### src/verilog/debug_pkg.sv
/* shared types for the debug monitor: serial byte, frame struct,
   state enums and the newline terminator */
`default_nettype none

package debug_pkg;

    // one byte on the serial line
    typedef logic [7:0] byte_t;

    // byte plus end-of-snapshot marker, passed snapshot -> fifo -> uart_tx
    typedef struct packed {
        byte_t data;
        logic  last;
    } tx_frame_t;

    // terminator sent after the last status byte
    localparam byte_t NEWLINE_BYTE = 8'h0A;

    // snapshot framer states
    typedef enum logic [1:0] {
        SNAP_IDLE,
        SNAP_LOAD,
        SNAP_REQ,
        SNAP_RELEASE
    } snap_state_e;

    // shared by the uart transmitter and receiver
    typedef enum logic [1:0] {
        UART_IDLE,
        UART_START,
        UART_DATA,
        UART_STOP
    } uart_state_e;

endpackage

`default_nettype wire
### src/verilog/debug_monitor.sv
/* debug monitor top: snapshot framer, frame fifo, uart tx and uart rx */
`default_nettype none

module debug_monitor #(
    parameter int DATA_WIDTH    = 32,
    parameter int DIVIDER_TICKS = 100000,
    parameter int TICKS_PER_BIT = 868,
    parameter int FIFO_DEPTH    = 4
) (
    input  wire                   clk_in,
    input  wire                   reset,
    input  wire [DATA_WIDTH-1:0]  i_data,
    input  wire                   i_rx,
    output logic                  o_tx,
    output logic                  o_snapshot_busy,
    output debug_pkg::byte_t      o_cmd_data,
    output logic                  o_cmd_valid,
    output logic                  o_cmd_error
);

    // snapshot -> fifo link
    logic                 frame_req;
    logic                 frame_ack;
    debug_pkg::tx_frame_t in_frame;
    // fifo -> transmitter link
    logic                 tx_req;
    logic                 tx_ack;
    debug_pkg::tx_frame_t out_frame;

    debug_snapshot #(
        .DATA_WIDTH   (DATA_WIDTH),
        .DIVIDER_TICKS(DIVIDER_TICKS)
    ) debug_snapshot_i (
        .clk_in         (clk_in),
        .reset          (reset),
        .i_data         (i_data),
        .i_frame_ack    (frame_ack),
        .o_frame_req    (frame_req),
        .o_frame        (in_frame),
        .o_snapshot_busy(o_snapshot_busy)
    );

    debug_byte_fifo #(
        .FIFO_DEPTH(FIFO_DEPTH)
    ) debug_byte_fifo_i (
        .clk_in     (clk_in),
        .reset      (reset),
        .i_frame_req(frame_req),
        .i_frame    (in_frame),
        .i_tx_ack   (tx_ack),
        .o_frame_ack(frame_ack),
        .o_tx_req   (tx_req),
        .o_tx_frame (out_frame)
    );

    uart_tx #(
        .TICKS_PER_BIT(TICKS_PER_BIT)
    ) uart_tx_i (
        .clk_in    (clk_in),
        .reset     (reset),
        .i_tx_req  (tx_req),
        .i_tx_frame(out_frame),
        .o_tx_ack  (tx_ack),
        .o_tx      (o_tx)
    );

    uart_rx #(
        .TICKS_PER_BIT(TICKS_PER_BIT)
    ) uart_rx_i (
        .clk_in     (clk_in),
        .reset      (reset),
        .i_rx       (i_rx),
        .o_cmd_data (o_cmd_data),
        .o_cmd_valid(o_cmd_valid),
        .o_cmd_error(o_cmd_error)
    );

endmodule

`default_nettype wire

### src/verilog/uart_rx.sv
/* 8N1 uart receiver with input synchronizer, mid-bit sampling
   and stop-bit check, one-cycle valid or error pulse */
`default_nettype none

module uart_rx #(
    // needs at least 2 for the half-bit recheck
    parameter int TICKS_PER_BIT = 868
) (
    input  wire               clk_in,
    input  wire               reset,
    input  wire               i_rx,
    output debug_pkg::byte_t  o_cmd_data,
    output logic              o_cmd_valid,
    output logic              o_cmd_error
);

    localparam int SYNC_STAGES = 2;
    localparam int CNT_W       = $clog2(TICKS_PER_BIT + 1);
    localparam int HALF_TICKS  = TICKS_PER_BIT / 2;

    logic [SYNC_STAGES-1:0] sync;
    logic                   rx_s;
    logic                   rx_prev;
    debug_pkg::uart_state_e state;
    logic [CNT_W-1:0]       tick_cnt;
    logic [2:0]             bit_idx;
    debug_pkg::byte_t       shreg;
    logic                   bit_mid;

    assign rx_s    = sync[SYNC_STAGES-1];
    assign bit_mid = (tick_cnt == CNT_W'(TICKS_PER_BIT - 1));

    always_ff @(posedge clk_in) begin
        if (reset) begin
            sync        <= '1;
            rx_prev     <= 1'b1;
            state       <= debug_pkg::UART_IDLE;
            tick_cnt    <= '0;
            bit_idx     <= '0;
            o_cmd_valid <= 1'b0;
            o_cmd_error <= 1'b0;
        end else begin
            sync        <= {sync[SYNC_STAGES-2:0], i_rx};
            rx_prev     <= rx_s;
            o_cmd_valid <= 1'b0;
            o_cmd_error <= 1'b0;
            tick_cnt    <= bit_mid ? '0 : tick_cnt + 1'b1;

            case (state)
                debug_pkg::UART_IDLE: begin
                    tick_cnt <= '0;
                    // falling edge only, a line stuck low after a bad stop bit is ignored
                    if (rx_prev && !rx_s) begin
                        state <= debug_pkg::UART_START;
                    end
                end
                debug_pkg::UART_START: begin
                    if (tick_cnt == CNT_W'(HALF_TICKS - 1)) begin
                        tick_cnt <= '0;
                        bit_idx  <= '0;
                        // glitch filter: start bit must still be low at half a bit
                        state    <= rx_s ? debug_pkg::UART_IDLE : debug_pkg::UART_DATA;
                    end
                end
                debug_pkg::UART_DATA: begin
                    if (bit_mid) begin
                        shreg   <= {rx_s, shreg[7:1]};
                        bit_idx <= bit_idx + 1'b1;
                        if (bit_idx == 3'd7) begin
                            state <= debug_pkg::UART_STOP;
                        end
                    end
                end
                debug_pkg::UART_STOP: begin
                    if (bit_mid) begin
                        o_cmd_valid <= rx_s;
                        o_cmd_error <= !rx_s;
                        state       <= debug_pkg::UART_IDLE;
                    end
                end
                default: state <= debug_pkg::UART_IDLE;
            endcase
        end
    end

    always_ff @(posedge clk_in) begin
        if (state == debug_pkg::UART_STOP && bit_mid && rx_s) begin
            o_cmd_data <= shreg;
        end
    end

endmodule

`default_nettype wire

### src/verilog/uart_tx.sv
/* 8N1 uart transmitter fed by frames over four-phase req/ack */
`default_nettype none

module uart_tx #(
    parameter int TICKS_PER_BIT = 868
) (
    input  wire                    clk_in,
    input  wire                    reset,
    input  wire                    i_tx_req,
    input  debug_pkg::tx_frame_t   i_tx_frame,
    output logic                   o_tx_ack,
    output logic                   o_tx
);

    localparam int CNT_W = $clog2(TICKS_PER_BIT + 1);

    debug_pkg::uart_state_e state;
    logic [CNT_W-1:0]       tick_cnt;
    logic [2:0]             bit_idx;
    debug_pkg::byte_t       shreg;
    logic                   bit_end;

    assign bit_end = (tick_cnt == CNT_W'(TICKS_PER_BIT - 1));

    always_ff @(posedge clk_in) begin
        if (reset) begin
            state    <= debug_pkg::UART_IDLE;
            tick_cnt <= '0;
            bit_idx  <= '0;
            o_tx_ack <= 1'b0;
            o_tx     <= 1'b1;
        end else begin
            // ack follows req back down, independent of the serializer
            if (o_tx_ack && !i_tx_req) begin
                o_tx_ack <= 1'b0;
            end
            tick_cnt <= bit_end ? '0 : tick_cnt + 1'b1;

            case (state)
                debug_pkg::UART_IDLE: begin
                    o_tx     <= 1'b1;
                    tick_cnt <= '0;
                    if (i_tx_req && !o_tx_ack) begin
                        shreg    <= i_tx_frame.data;
                        o_tx_ack <= 1'b1;
                        o_tx     <= 1'b0;
                        state    <= debug_pkg::UART_START;
                    end
                end
                debug_pkg::UART_START: begin
                    if (bit_end) begin
                        o_tx    <= shreg[0];
                        shreg   <= shreg >> 1;
                        bit_idx <= '0;
                        state   <= debug_pkg::UART_DATA;
                    end
                end
                debug_pkg::UART_DATA: begin
                    if (bit_end) begin
                        if (bit_idx == 3'd7) begin
                            o_tx  <= 1'b1;
                            state <= debug_pkg::UART_STOP;
                        end else begin
                            o_tx    <= shreg[0];
                            shreg   <= shreg >> 1;
                            bit_idx <= bit_idx + 1'b1;
                        end
                    end
                end
                debug_pkg::UART_STOP: begin
                    if (bit_end) begin
                        state <= debug_pkg::UART_IDLE;
                    end
                end
                default: state <= debug_pkg::UART_IDLE;
            endcase
        end
    end

endmodule

`default_nettype wire

### src/verilog/debug_byte_fifo.sv
/* circular frame buffer between two four-phase req/ack links,
   slave on the write side and master on the read side */
`default_nettype none

module debug_byte_fifo #(
    // power of two, at least 2
    parameter int FIFO_DEPTH = 4
) (
    input  wire                    clk_in,
    input  wire                    reset,
    input  wire                    i_frame_req,
    input  debug_pkg::tx_frame_t   i_frame,
    input  wire                    i_tx_ack,
    output logic                   o_frame_ack,
    output logic                   o_tx_req,
    output debug_pkg::tx_frame_t   o_tx_frame
);

    localparam int PTR_W = $clog2(FIFO_DEPTH);
    localparam int CNT_W = $clog2(FIFO_DEPTH + 1);

    debug_pkg::tx_frame_t mem [FIFO_DEPTH];
    logic [PTR_W-1:0]     wr_ptr;
    logic [PTR_W-1:0]     rd_ptr;
    logic [CNT_W-1:0]     count;
    logic                 full;
    logic                 push;
    logic                 pop;

    assign full = (count == CNT_W'(FIFO_DEPTH));
    // req seen while ack still low is a new frame; a full buffer holds off the ack
    assign push = i_frame_req && !o_frame_ack && !full;
    // pop on the rising ack from the transmitter
    assign pop  = o_tx_req && i_tx_ack;

    assign o_tx_frame = mem[rd_ptr];

    always_ff @(posedge clk_in) begin
        if (push) begin
            mem[wr_ptr] <= i_frame;
        end
    end

    always_ff @(posedge clk_in) begin
        if (reset) begin
            wr_ptr      <= '0;
            rd_ptr      <= '0;
            count       <= '0;
            o_frame_ack <= 1'b0;
            o_tx_req    <= 1'b0;
        end else begin
            if (push) begin
                wr_ptr      <= wr_ptr + 1'b1;
                o_frame_ack <= 1'b1;
            end else if (!i_frame_req) begin
                o_frame_ack <= 1'b0;
            end

            if (pop) begin
                rd_ptr   <= rd_ptr + 1'b1;
                o_tx_req <= 1'b0;
            end else if (!o_tx_req && !i_tx_ack && count != '0) begin
                o_tx_req <= 1'b1;
            end

            case ({push, pop})
                2'b10:   count <= count + 1'b1;
                2'b01:   count <= count - 1'b1;
                default: count <= count;
            endcase
        end
    end

endmodule

`default_nettype wire

### src/verilog/debug_snapshot.sv
/* periodic status snapshot and byte framer, msb first plus newline,
   handing frames out over a four-phase req/ack link */
`default_nettype none

module debug_snapshot #(
    parameter int DATA_WIDTH    = 32,
    parameter int DIVIDER_TICKS = 100000
) (
    input  wire                    clk_in,
    input  wire                    reset,
    input  wire [DATA_WIDTH-1:0]   i_data,
    input  wire                    i_frame_ack,
    output logic                   o_frame_req,
    output debug_pkg::tx_frame_t   o_frame,
    output logic                   o_snapshot_busy
);

    localparam int NUM_BYTES = DATA_WIDTH / 8;
    localparam int DIV_W     = $clog2(DIVIDER_TICKS + 1);
    // counts NUM_BYTES down to 0, where 0 selects the newline
    localparam int IDX_W     = $clog2(NUM_BYTES + 1);

    logic [DIV_W-1:0]        period_cnt;
    logic                    tick;
    logic [DATA_WIDTH-1:0]   snap_word;
    logic [IDX_W-1:0]        byte_cnt;
    debug_pkg::snap_state_e  state;

    assign tick = (period_cnt == DIV_W'(DIVIDER_TICKS - 1));

    always_ff @(posedge clk_in) begin
        if (reset || tick) begin
            period_cnt <= '0;
        end else begin
            period_cnt <= period_cnt + 1'b1;
        end
    end

    // snapshot register only loads from idle, so it is never overwritten mid-frame
    always_ff @(posedge clk_in) begin
        if (state == debug_pkg::SNAP_IDLE && tick) begin
            snap_word <= i_data;
        end
    end

    always_ff @(posedge clk_in) begin
        if (state == debug_pkg::SNAP_LOAD) begin
            if (byte_cnt == '0) begin
                o_frame.data <= debug_pkg::NEWLINE_BYTE;
                o_frame.last <= 1'b1;
            end else begin
                o_frame.data <= snap_word[8*byte_cnt-1 -: 8];
                o_frame.last <= 1'b0;
            end
        end
    end

    always_ff @(posedge clk_in) begin
        if (reset) begin
            state           <= debug_pkg::SNAP_IDLE;
            byte_cnt        <= '0;
            o_frame_req     <= 1'b0;
            o_snapshot_busy <= 1'b0;
        end else begin
            case (state)
                debug_pkg::SNAP_IDLE: begin
                    // ticks outside idle are simply dropped
                    if (tick) begin
                        byte_cnt        <= IDX_W'(NUM_BYTES);
                        o_snapshot_busy <= 1'b1;
                        state           <= debug_pkg::SNAP_LOAD;
                    end
                end
                debug_pkg::SNAP_LOAD: begin
                    state <= debug_pkg::SNAP_REQ;
                end
                debug_pkg::SNAP_REQ: begin
                    // frame was registered a cycle earlier, so it is stable here
                    if (!o_frame_req) begin
                        o_frame_req <= 1'b1;
                    end else if (i_frame_ack) begin
                        o_frame_req <= 1'b0;
                        if (o_frame.last) begin
                            o_snapshot_busy <= 1'b0;
                        end
                        state <= debug_pkg::SNAP_RELEASE;
                    end
                end
                debug_pkg::SNAP_RELEASE: begin
                    // wait for ack low before the next req
                    if (!i_frame_ack) begin
                        if (o_frame.last) begin
                            state <= debug_pkg::SNAP_IDLE;
                        end else begin
                            byte_cnt <= byte_cnt - 1'b1;
                            state    <= debug_pkg::SNAP_LOAD;
                        end
                    end
                end
                default: state <= debug_pkg::SNAP_IDLE;
            endcase
        end
    end

endmodule

`default_nettype wire

### config.mk
export PLATFORM = sky130hd
export DESIGN_NAME = debug_monitor
export DESIGN_NICKNAME = d
export VERILOG_FILES = /design/src/verilog/debug_pkg.sv /design/src/verilog/debug_monitor.sv /design/src/verilog/uart_rx.sv /design/src/verilog/uart_tx.sv /design/src/verilog/debug_byte_fifo.sv /design/src/verilog/debug_snapshot.sv
export SDC_FILE = /design/constraint.sdc
export NUM_CORES = 1
export LEC_CHECK = 0
export ABC_AREA = 1
export BUFFER_PORTS_ARGS = -buffer_cell sky130_fd_sc_hd__buf_2
export CORE_MARGIN = 5
export CORE_UTILIZATION = 30
export CTS_BUF_LIST = sky130_fd_sc_hd__clkbuf_2 sky130_fd_sc_hd__clkbuf_4 sky130_fd_sc_hd__clkbuf_8
export DETAILED_ROUTE_END_ITERATION = 12
export GPL_ROUTABILITY_DRIVEN = 0
export SLEW_MARGIN = 20
export SYNTH_ARGS = -nofsm -noshare
export SYNTH_HDL_FRONTEND = slang
export SYNTH_SLANG_ARGS = --single-unit
### constraint.sdc
create_clock -name clk_in -period 3.6 [get_ports clk_in]
set_input_delay 0.54 -clock clk_in [delete_from_list [all_inputs] [get_ports clk_in]]
set_output_delay 0.54 -clock clk_in [all_outputs]
set_load 0.05 [all_outputs]
======== Yosys cells after proc, flatten, opt, wreduce, memory -nomap -nowiden ========
Memory sizes are Yosys's and may differ from the RTL's. A register that Yosys moved wholly into a read port is not among the register bits.
Index checks and enable logic that the tools add are counted.
storage, ports and cells
  register bits ........................... 135
  RAM bits ................................ 36
  output and inout bits ................... 12
  input bits .............................. 35
  logic and storage cells ................. 182
  latch bits .............................. 0
  bits in read-only memories .............. 0
  memories kept ........................... 1
memory list
  memory                 depth  width  read ports  clocked after Yosys merged registers in  write ports  RTL line               text
  debug_byte_fifo_i.mem  4      9      1           1                                        1            debug_byte_fifo.sv:22  debug_pkg::tx_frame_t mem [FIFO_DEPTH];
operators by class
  bitwise logic cells ..................... 3
  shifts and indexed selects .............. 1
  order comparisons ....................... 0
  div/mod/pow operators ................... 0
  multiply operators ...................... 0
  equal/unequal tests ..................... 36
  add/subtract/negate cells ............... 11
  reduce and logical (&&, ||, !) cells .... 41
  multiplexer cells ....................... 61
operators by type and width
  kind                                                                     count
  39-bit by 33-bit indexed part select with 8-bit output                   1
  2-bit two-way mux                                                        17
  8-bit two-way mux                                                        4
  2-bit by 1-bit inequality test with 1-bit output, second input constant  15
  3-bit two-way mux                                                        8
  2-bit one-hot mux with 4 select lines                                    3
  3-bit one-hot mux with 2 select lines                                    4
  8-bit one-hot mux with 3 select lines                                    1
  10-bit by 1-bit adder with 10-bit output, second input constant          2
  10-bit equality test, second input constant                              2
  10-bit two-way mux                                                       2
  10-bit one-hot mux with 2 select lines                                   1
  1-bit two-way mux                                                        19
  17-bit by 1-bit adder with 17-bit output, second input constant          1
  17-bit equality test, second input constant                              1
  5-bit AND reduction                                                      3
  2-bit equality test, second input constant                               7
  4-bit AND reduction                                                      3
  1-bit logical AND                                                        11
  10-bit by 9-bit equality test with 1-bit output, second input constant   1
  2-bit nonzero test                                                       5
  3-bit by 1-bit adder with 3-bit output, second input constant            3
  3-bit equality test, second input constant                               3
  3-bit AND reduction                                                      3
  other kinds (16)                                                         33

======== Logic depth before layout (Yosys ltp) ========
  depth after elaboration ................. 5
  depth in mapped cells ................... 12
  gate-level depth less buffers ........... 12

======== Modules after synthesis ========
Synthesis repeated with hierarchy kept, for this count alone.
unflattened totals
  cell total of the unflattened synthesis .. 744
  area total of the unflattened synthesis .. 7548.5 µm²
by module, submodules not included
  module           cells each  seq. area each (µm²)  area each (µm²)  instances
  debug_snapshot   276         1711.6                2862.7           1
  debug_byte_fifo  161         1301.2                1988.2           1
  uart_rx          147         880.8                 1465.2           1
  uart_tx          160         580.6                 1232.4           1

======== Worst setup path before layout ========
Ideal clock, no wire load.
  path type ............................... reg2reg
  start ................................... register debug_snapshot_i.period_cnt[0]
  end ..................................... register debug_snapshot_i.snap_word[0] (enable)
  clock period less this slack ............ 2.692 ns
  data arrival time ....................... 2.271 ns
  required time ........................... 3.179 ns
  setup slack ............................. 0.908 ns
  setup time .............................. 0.421 ns
  buffers on the path ..................... 0
  stages on the path, launching flop included .. 8
  cell sequence ........................... dfxtp_1 ha_1 nand2_2 inv_2 nand2_2 inv_2 nand3_4 nor2_1
on the way
  cells in the longest elaborated chain, start to end .. 2
RTL lines
  element                 RTL line              text
  from (decl)             debug_snapshot.sv:23  logic [DIV_W-1:0] period_cnt;
  from (signal assigned)  debug_snapshot.sv:35  period_cnt <= period_cnt + 1'b1;
  17-bit equality test    debug_snapshot.sv:29  assign tick = (period_cnt == DIV_W'(DIVIDER_TICKS - 1));
  1-bit logical AND       debug_snapshot.sv:41  if (state == debug_pkg::SNAP_IDLE && tick) begin
  to (signal assigned)    debug_snapshot.sv:42  snap_word <= i_data;
  to (decl)               debug_snapshot.sv:25  logic [DATA_WIDTH-1:0] snap_word;
No other way between the ends.
A chain may end at the register's enable or synchronous reset.

======== Worst setup path in the final report ========
  start ................................... register uart_tx_i.tick_cnt[0]
  end ..................................... register uart_tx_i.shreg[6] (enable)
on the way
  cells in the longest elaborated chain, start to end .. 3
  elaborated cells on any way between the ends .. 4
  classes of those cells .................. eq/ne: 3; reduce/logical: 1
RTL lines
  element                                                            RTL line       text
  from (decl)                                                        uart_tx.sv:18  logic [CNT_W-1:0] tick_cnt;
  from (signal assigned)                                             uart_tx.sv:37  tick_cnt <= bit_end ? '0 : tick_cnt + 1'b1;
  10-bit equality test *                                             uart_tx.sv:23  assign bit_end = (tick_cnt == CNT_W'(TICKS_PER_BIT - 1));
  2-bit by 1-bit inequality test with 1-bit output (no source line)  --
  6-bit AND reduction (no source line) *                             --
  to (signal assigned)                                               uart_tx.sv:44  shreg <= i_tx_frame.data;
  to (signal assigned)                                               uart_tx.sv:53  shreg <= shreg >> 1;
  to (signal assigned)                                               uart_tx.sv:65  shreg <= shreg >> 1;
  to (decl)                                                          uart_tx.sv:20  debug_pkg::byte_t shreg;
Mark *: on every way between the ends. The rest lies on a longest branch, timed or not.

==> results.md <==
- The run finished with clean final reports.
- The final hold violation count is 0.
- TritonCTS built the clock tree.
- The post-synthesis sequential element count is about 170.
- The area of the mapped netlist is a little over 7000 um2.
- Clock-pin slew was measured on the worst setup and hold paths at approximately 110 ps.
- The final worst-path cycle share is 0.647.
- Clock latency on the worst-skew pair, taken at its later pin, is 460 ps.
- The wire-length estimate of the detail-placed layout is 8590 um.
- The critical path's slowest cell is sky130_fd_sc_hd__nor3_1.
- Leaving out filler cells and counting taps, the final layout contains 1099.
- By instance count, the cell type seen most on the critical path is sky130_fd_sc_hd__nand2_1.
- The overall die area is around 27000 um2.
- In the post-synthesis netlist, the cell with the most instances is sky130_fd_sc_hd__nor2_1.
- The count of pins over their slew limit is 0.
- Measured against its own limit, the worst slew margin works out to 0.315.
- The element type at the critical path start is a register.
- By startpoint and endpoint, the worst setup path is classified as reg -> reg.
- Subtracting the final worst setup slack from the clock period gives 2330 ps.
- The number of different library cells in the post-synthesis netlist is between 40 and 50.
- After detailed routing, the average wire length per cell comes to 11.0 um.
- The worst hold path belongs to the class in -> reg.
- The peak supply drop is ~230 uV.
- In this run, placement finished with an instance count of about 1100.
- For this run, design rule violations remaining after detail routing come to 0.
- In the synthesized netlist the async set-or-reset flop fraction comes to 0.
- Of all nets on the critical path, the largest fanout is 8.
- Yosys mapped a number of flops with a built-in enable equal to 97.
- Adding up every negative setup slack in the final design gives 0 ps.
- The area growth from synthesis to layout is 14.1%.
- The worst clock skew on the final layout is 16.0 ps.
- After routing the design area is approximately 8200 um2.
- Setup violations remaining at the end of the flow were counted as 0.
- OpenSTA, run right after detailed placement, puts the worst setup slack at about 1300 ps.
- After clock tree synthesis, the setup repair step added 0 buffers.
- The cell type contributing the most total cell area after synthesis is sky130_fd_sc_hd__edfxtp_1.
- The H-tree generated during clock tree synthesis spans 4 levels.
- Of the synthesized area, sequential elements account for 0.603.
- In the global route stage, met1 resource usage came out at 0.122.
- The starting density of the core is 0.306.
- The count of boundary I/O pins is 47.
- After detailed routing, the total wire length is 12100 um.
- The net count of the finished layout is 828.
- The largest single stage delay on the critical path is approximately 780 ps.
- The number of antenna violations at the first check in global routing is 0.
- After synthesis, the most frequently instantiated cells are sky130_fd_sc_hd__nor2_1, sky130_fd_sc_hd__nand2_1, sky130_fd_sc_hd__edfxtp_1, sky130_fd_sc_hd__dfxtp_1, sky130_fd_sc_hd__inv_1.
- The share of synthesized area in the top cell type comes to 0.403.
- The number of placement rows is 56.
- met2 is the most crowded layer.
- Setup repair after global routing left no endpoint under its margin.
- The analysis attributes to cell leakage a power of slightly above 3 nW.
- The global router's overall resource usage is 0.0939.
- The maximum achievable frequency is approximately 430 MHz.
- The number of global-route vias before repair is between 4000 and 5000.
- The total power is approximately 4.4 mW.
- Dividing the synthesized area by the synthesized cell count gives just over 10 um2.
- The final worst-path setup slack is ~1300 ps.
- In the global route stage, met3 resource usage came out at 0.0248.
- The root cell of the clock tree is sky130_fd_sc_hd__clkbuf_8.
- In this run the remaining antenna-violating nets after routing total 0.
- The number of vias per cell after detailed routing is between 4 and 5.
- In the global route stage, met2 resource usage came out at 0.153.
- The fraction of final layout cells sized beyond drive strength 1 is 0.167.
- Walking the worst path, the cells encountered are ha_1 -> nand2_1 -> nor2_2 -> nand3_2 -> a21oi_1 -> nand2_1 -> nor3_1.
- The post-cts gate resize count is 0.
- The most used flip-flop cell after synthesis is sky130_fd_sc_hd__edfxtp_1.
- The count of clock tree sinks is 169.
- The transition time at the pin with the least slew margin is approximately 1000 ps.
- The floorplan step set the die width to 165 um.
- The number of warnings issued by yosys is 0.
- The count of buffers inserted at the top-level ports is 46.
- The area inside the core boundary is ~24000 um2.
- Entering global routing, the biggest net connects 33 pins.
- The detailed-route via count is roughly 4700.
- The power density over the cells is 539 nW/um2.
- The arrival time of data at the critical path endpoint is around 2400 ps.
- The first detailed-routing pass ran for 4 iterations.
- The total global routing overflow is 0.
- The placed standard-cell area is approximately 7800 um2.
- The number of buffers inserted for hold repair after clock tree synthesis is 0.
- The iteration-0 DRC count of the detailed router is 224.
- 0 antenna diodes ended up in the layout.
- The longest clock path from root to sink contains 2 buffers.
- The total nets after synthesis is 775.
- The data required time at the worst endpoint is 3670 ps.
- The die span in y is ~170 um.
- The worst setup path is captured at a register.
- Clock tree synthesis inserted a total of 17 buffers.
- The wire length of the first global-routing pass is roughly 21000 um.
- By area the synthesized netlist is led by sky130_fd_sc_hd__edfxtp_1, sky130_fd_sc_hd__dfxtp_1, sky130_fd_sc_hd__nor2_1.
- The synthesized instance count is about 710.
- The tool flagged a number of max-cap violations equal to 0.
==> logic make-up (layout without fill, tap and decap cells) <==
kind of cell | count (synthesis) | after routing | share of synthesized area
simple gates | 319 | 319 | 0.206
compound gates | 98 | 98 | 0.0790
flops | 169 | 169 | 0.603
xor+xnor | 14 | 14 | 0.0170
fa+ha+maj | 26 | 26 | 0.0461
buf+inv | 88 | 154 | 0.0484
==> registers in the layout, indices dropped and copies added (netlist names), 3 cells and up, named ones only <==
name / count
debug_snapshot_i.o_frame: 9
uart_rx_i.tick_cnt: 10
debug_snapshot_i.snap_word: 32
uart_tx_i.tick_cnt: 10
uart_rx_i.shreg: 8
debug_snapshot_i.byte_cnt: 3
debug_snapshot_i.period_cnt: 17
uart_tx_i.bit_idx: 3
uart_tx_i.shreg: 8
uart_rx_i.bit_idx: 3
uart_rx_i.o_cmd_data: 8
debug_byte_fifo_i.mem: 32
debug_byte_fifo_i.count: 3
==> where the power goes <==
group,switching (mW),internal [mW]
sequential,0.0996,2.25
clock,0.794,0.599
combinational,0.458,0.235
total,1.35,3.09
==> worst max-delay path: cells and delay by family, from the launching register on <==
kind / cells / cell delay (ps)
flip-flops: 1 / 360
AND/OR/NAND/NOR: 5 / 1190
adder cells (fa/ha/maj): 1 / 200
AO/OA/AOI/OAI: 1 / 210
==> stage by stage <==
| stage | hold slack, ps | utilization |
|---|---|---|
| floorplan | 389 | - |
| global placement | 393 | 0.330 |
| detailed placement | 414 | 0.330 |
| CTS | 221 | 0.349 |
| global route | 206 | 0.349 |
| finish | 249 | 0.349 |
==> cell type report <==
| cell class | instances | area [um2] |
|---|---|---|
| Fill cell | 2407 | 15400 |
| Sequential cell | 169 | 4350 |
| Multi-Input combinational cell | 457 | 2520 |
| Tap cell | 319 | 399 |
| Timing Repair Buffer | 49 | 253 |
| Clock inverter | 15 | 201 |
| Clock buffer | 17 | 234 |
| Inverter | 73 | 274 |
==> cell usage in the layout, fill, tap and decap left out, drive strengths merged, types with 13 or more instances in the layout <==
cell type,n
nor2,125
nand2,115
edfxtp,97
inv,77
dfxtp,72
buf,49
a21oi,46
nand3,35
o21ai,32
ha,25
clkbuf,17
nor3,13
==> final timing paths <==
kind                                       startpoint                        endpoint  slack, ps  depth (start not counted)
worst max-delay path            uart_tx_i.tick_cnt[0]              uart_tx_i.shreg[6]       1270                          7
worst min-delay path                       i_data[29]  debug_snapshot_i.snap_word[29]        250                          1
worst max register to register  uart_tx_i.tick_cnt[0]              uart_tx_i.shreg[6]       1270                          7
worst min register to register      uart_rx_i.sync[0]               uart_rx_i.sync[1]        430                          1
==> layer usage <==
metal,vias up,share of wire
met1,2151,0.49
met3,16,0.037
met5,-,0
met2,65,0.46
li1,2501,-
met4,0,0.016
Note: power is estimated with default switching activity, not from simulation.
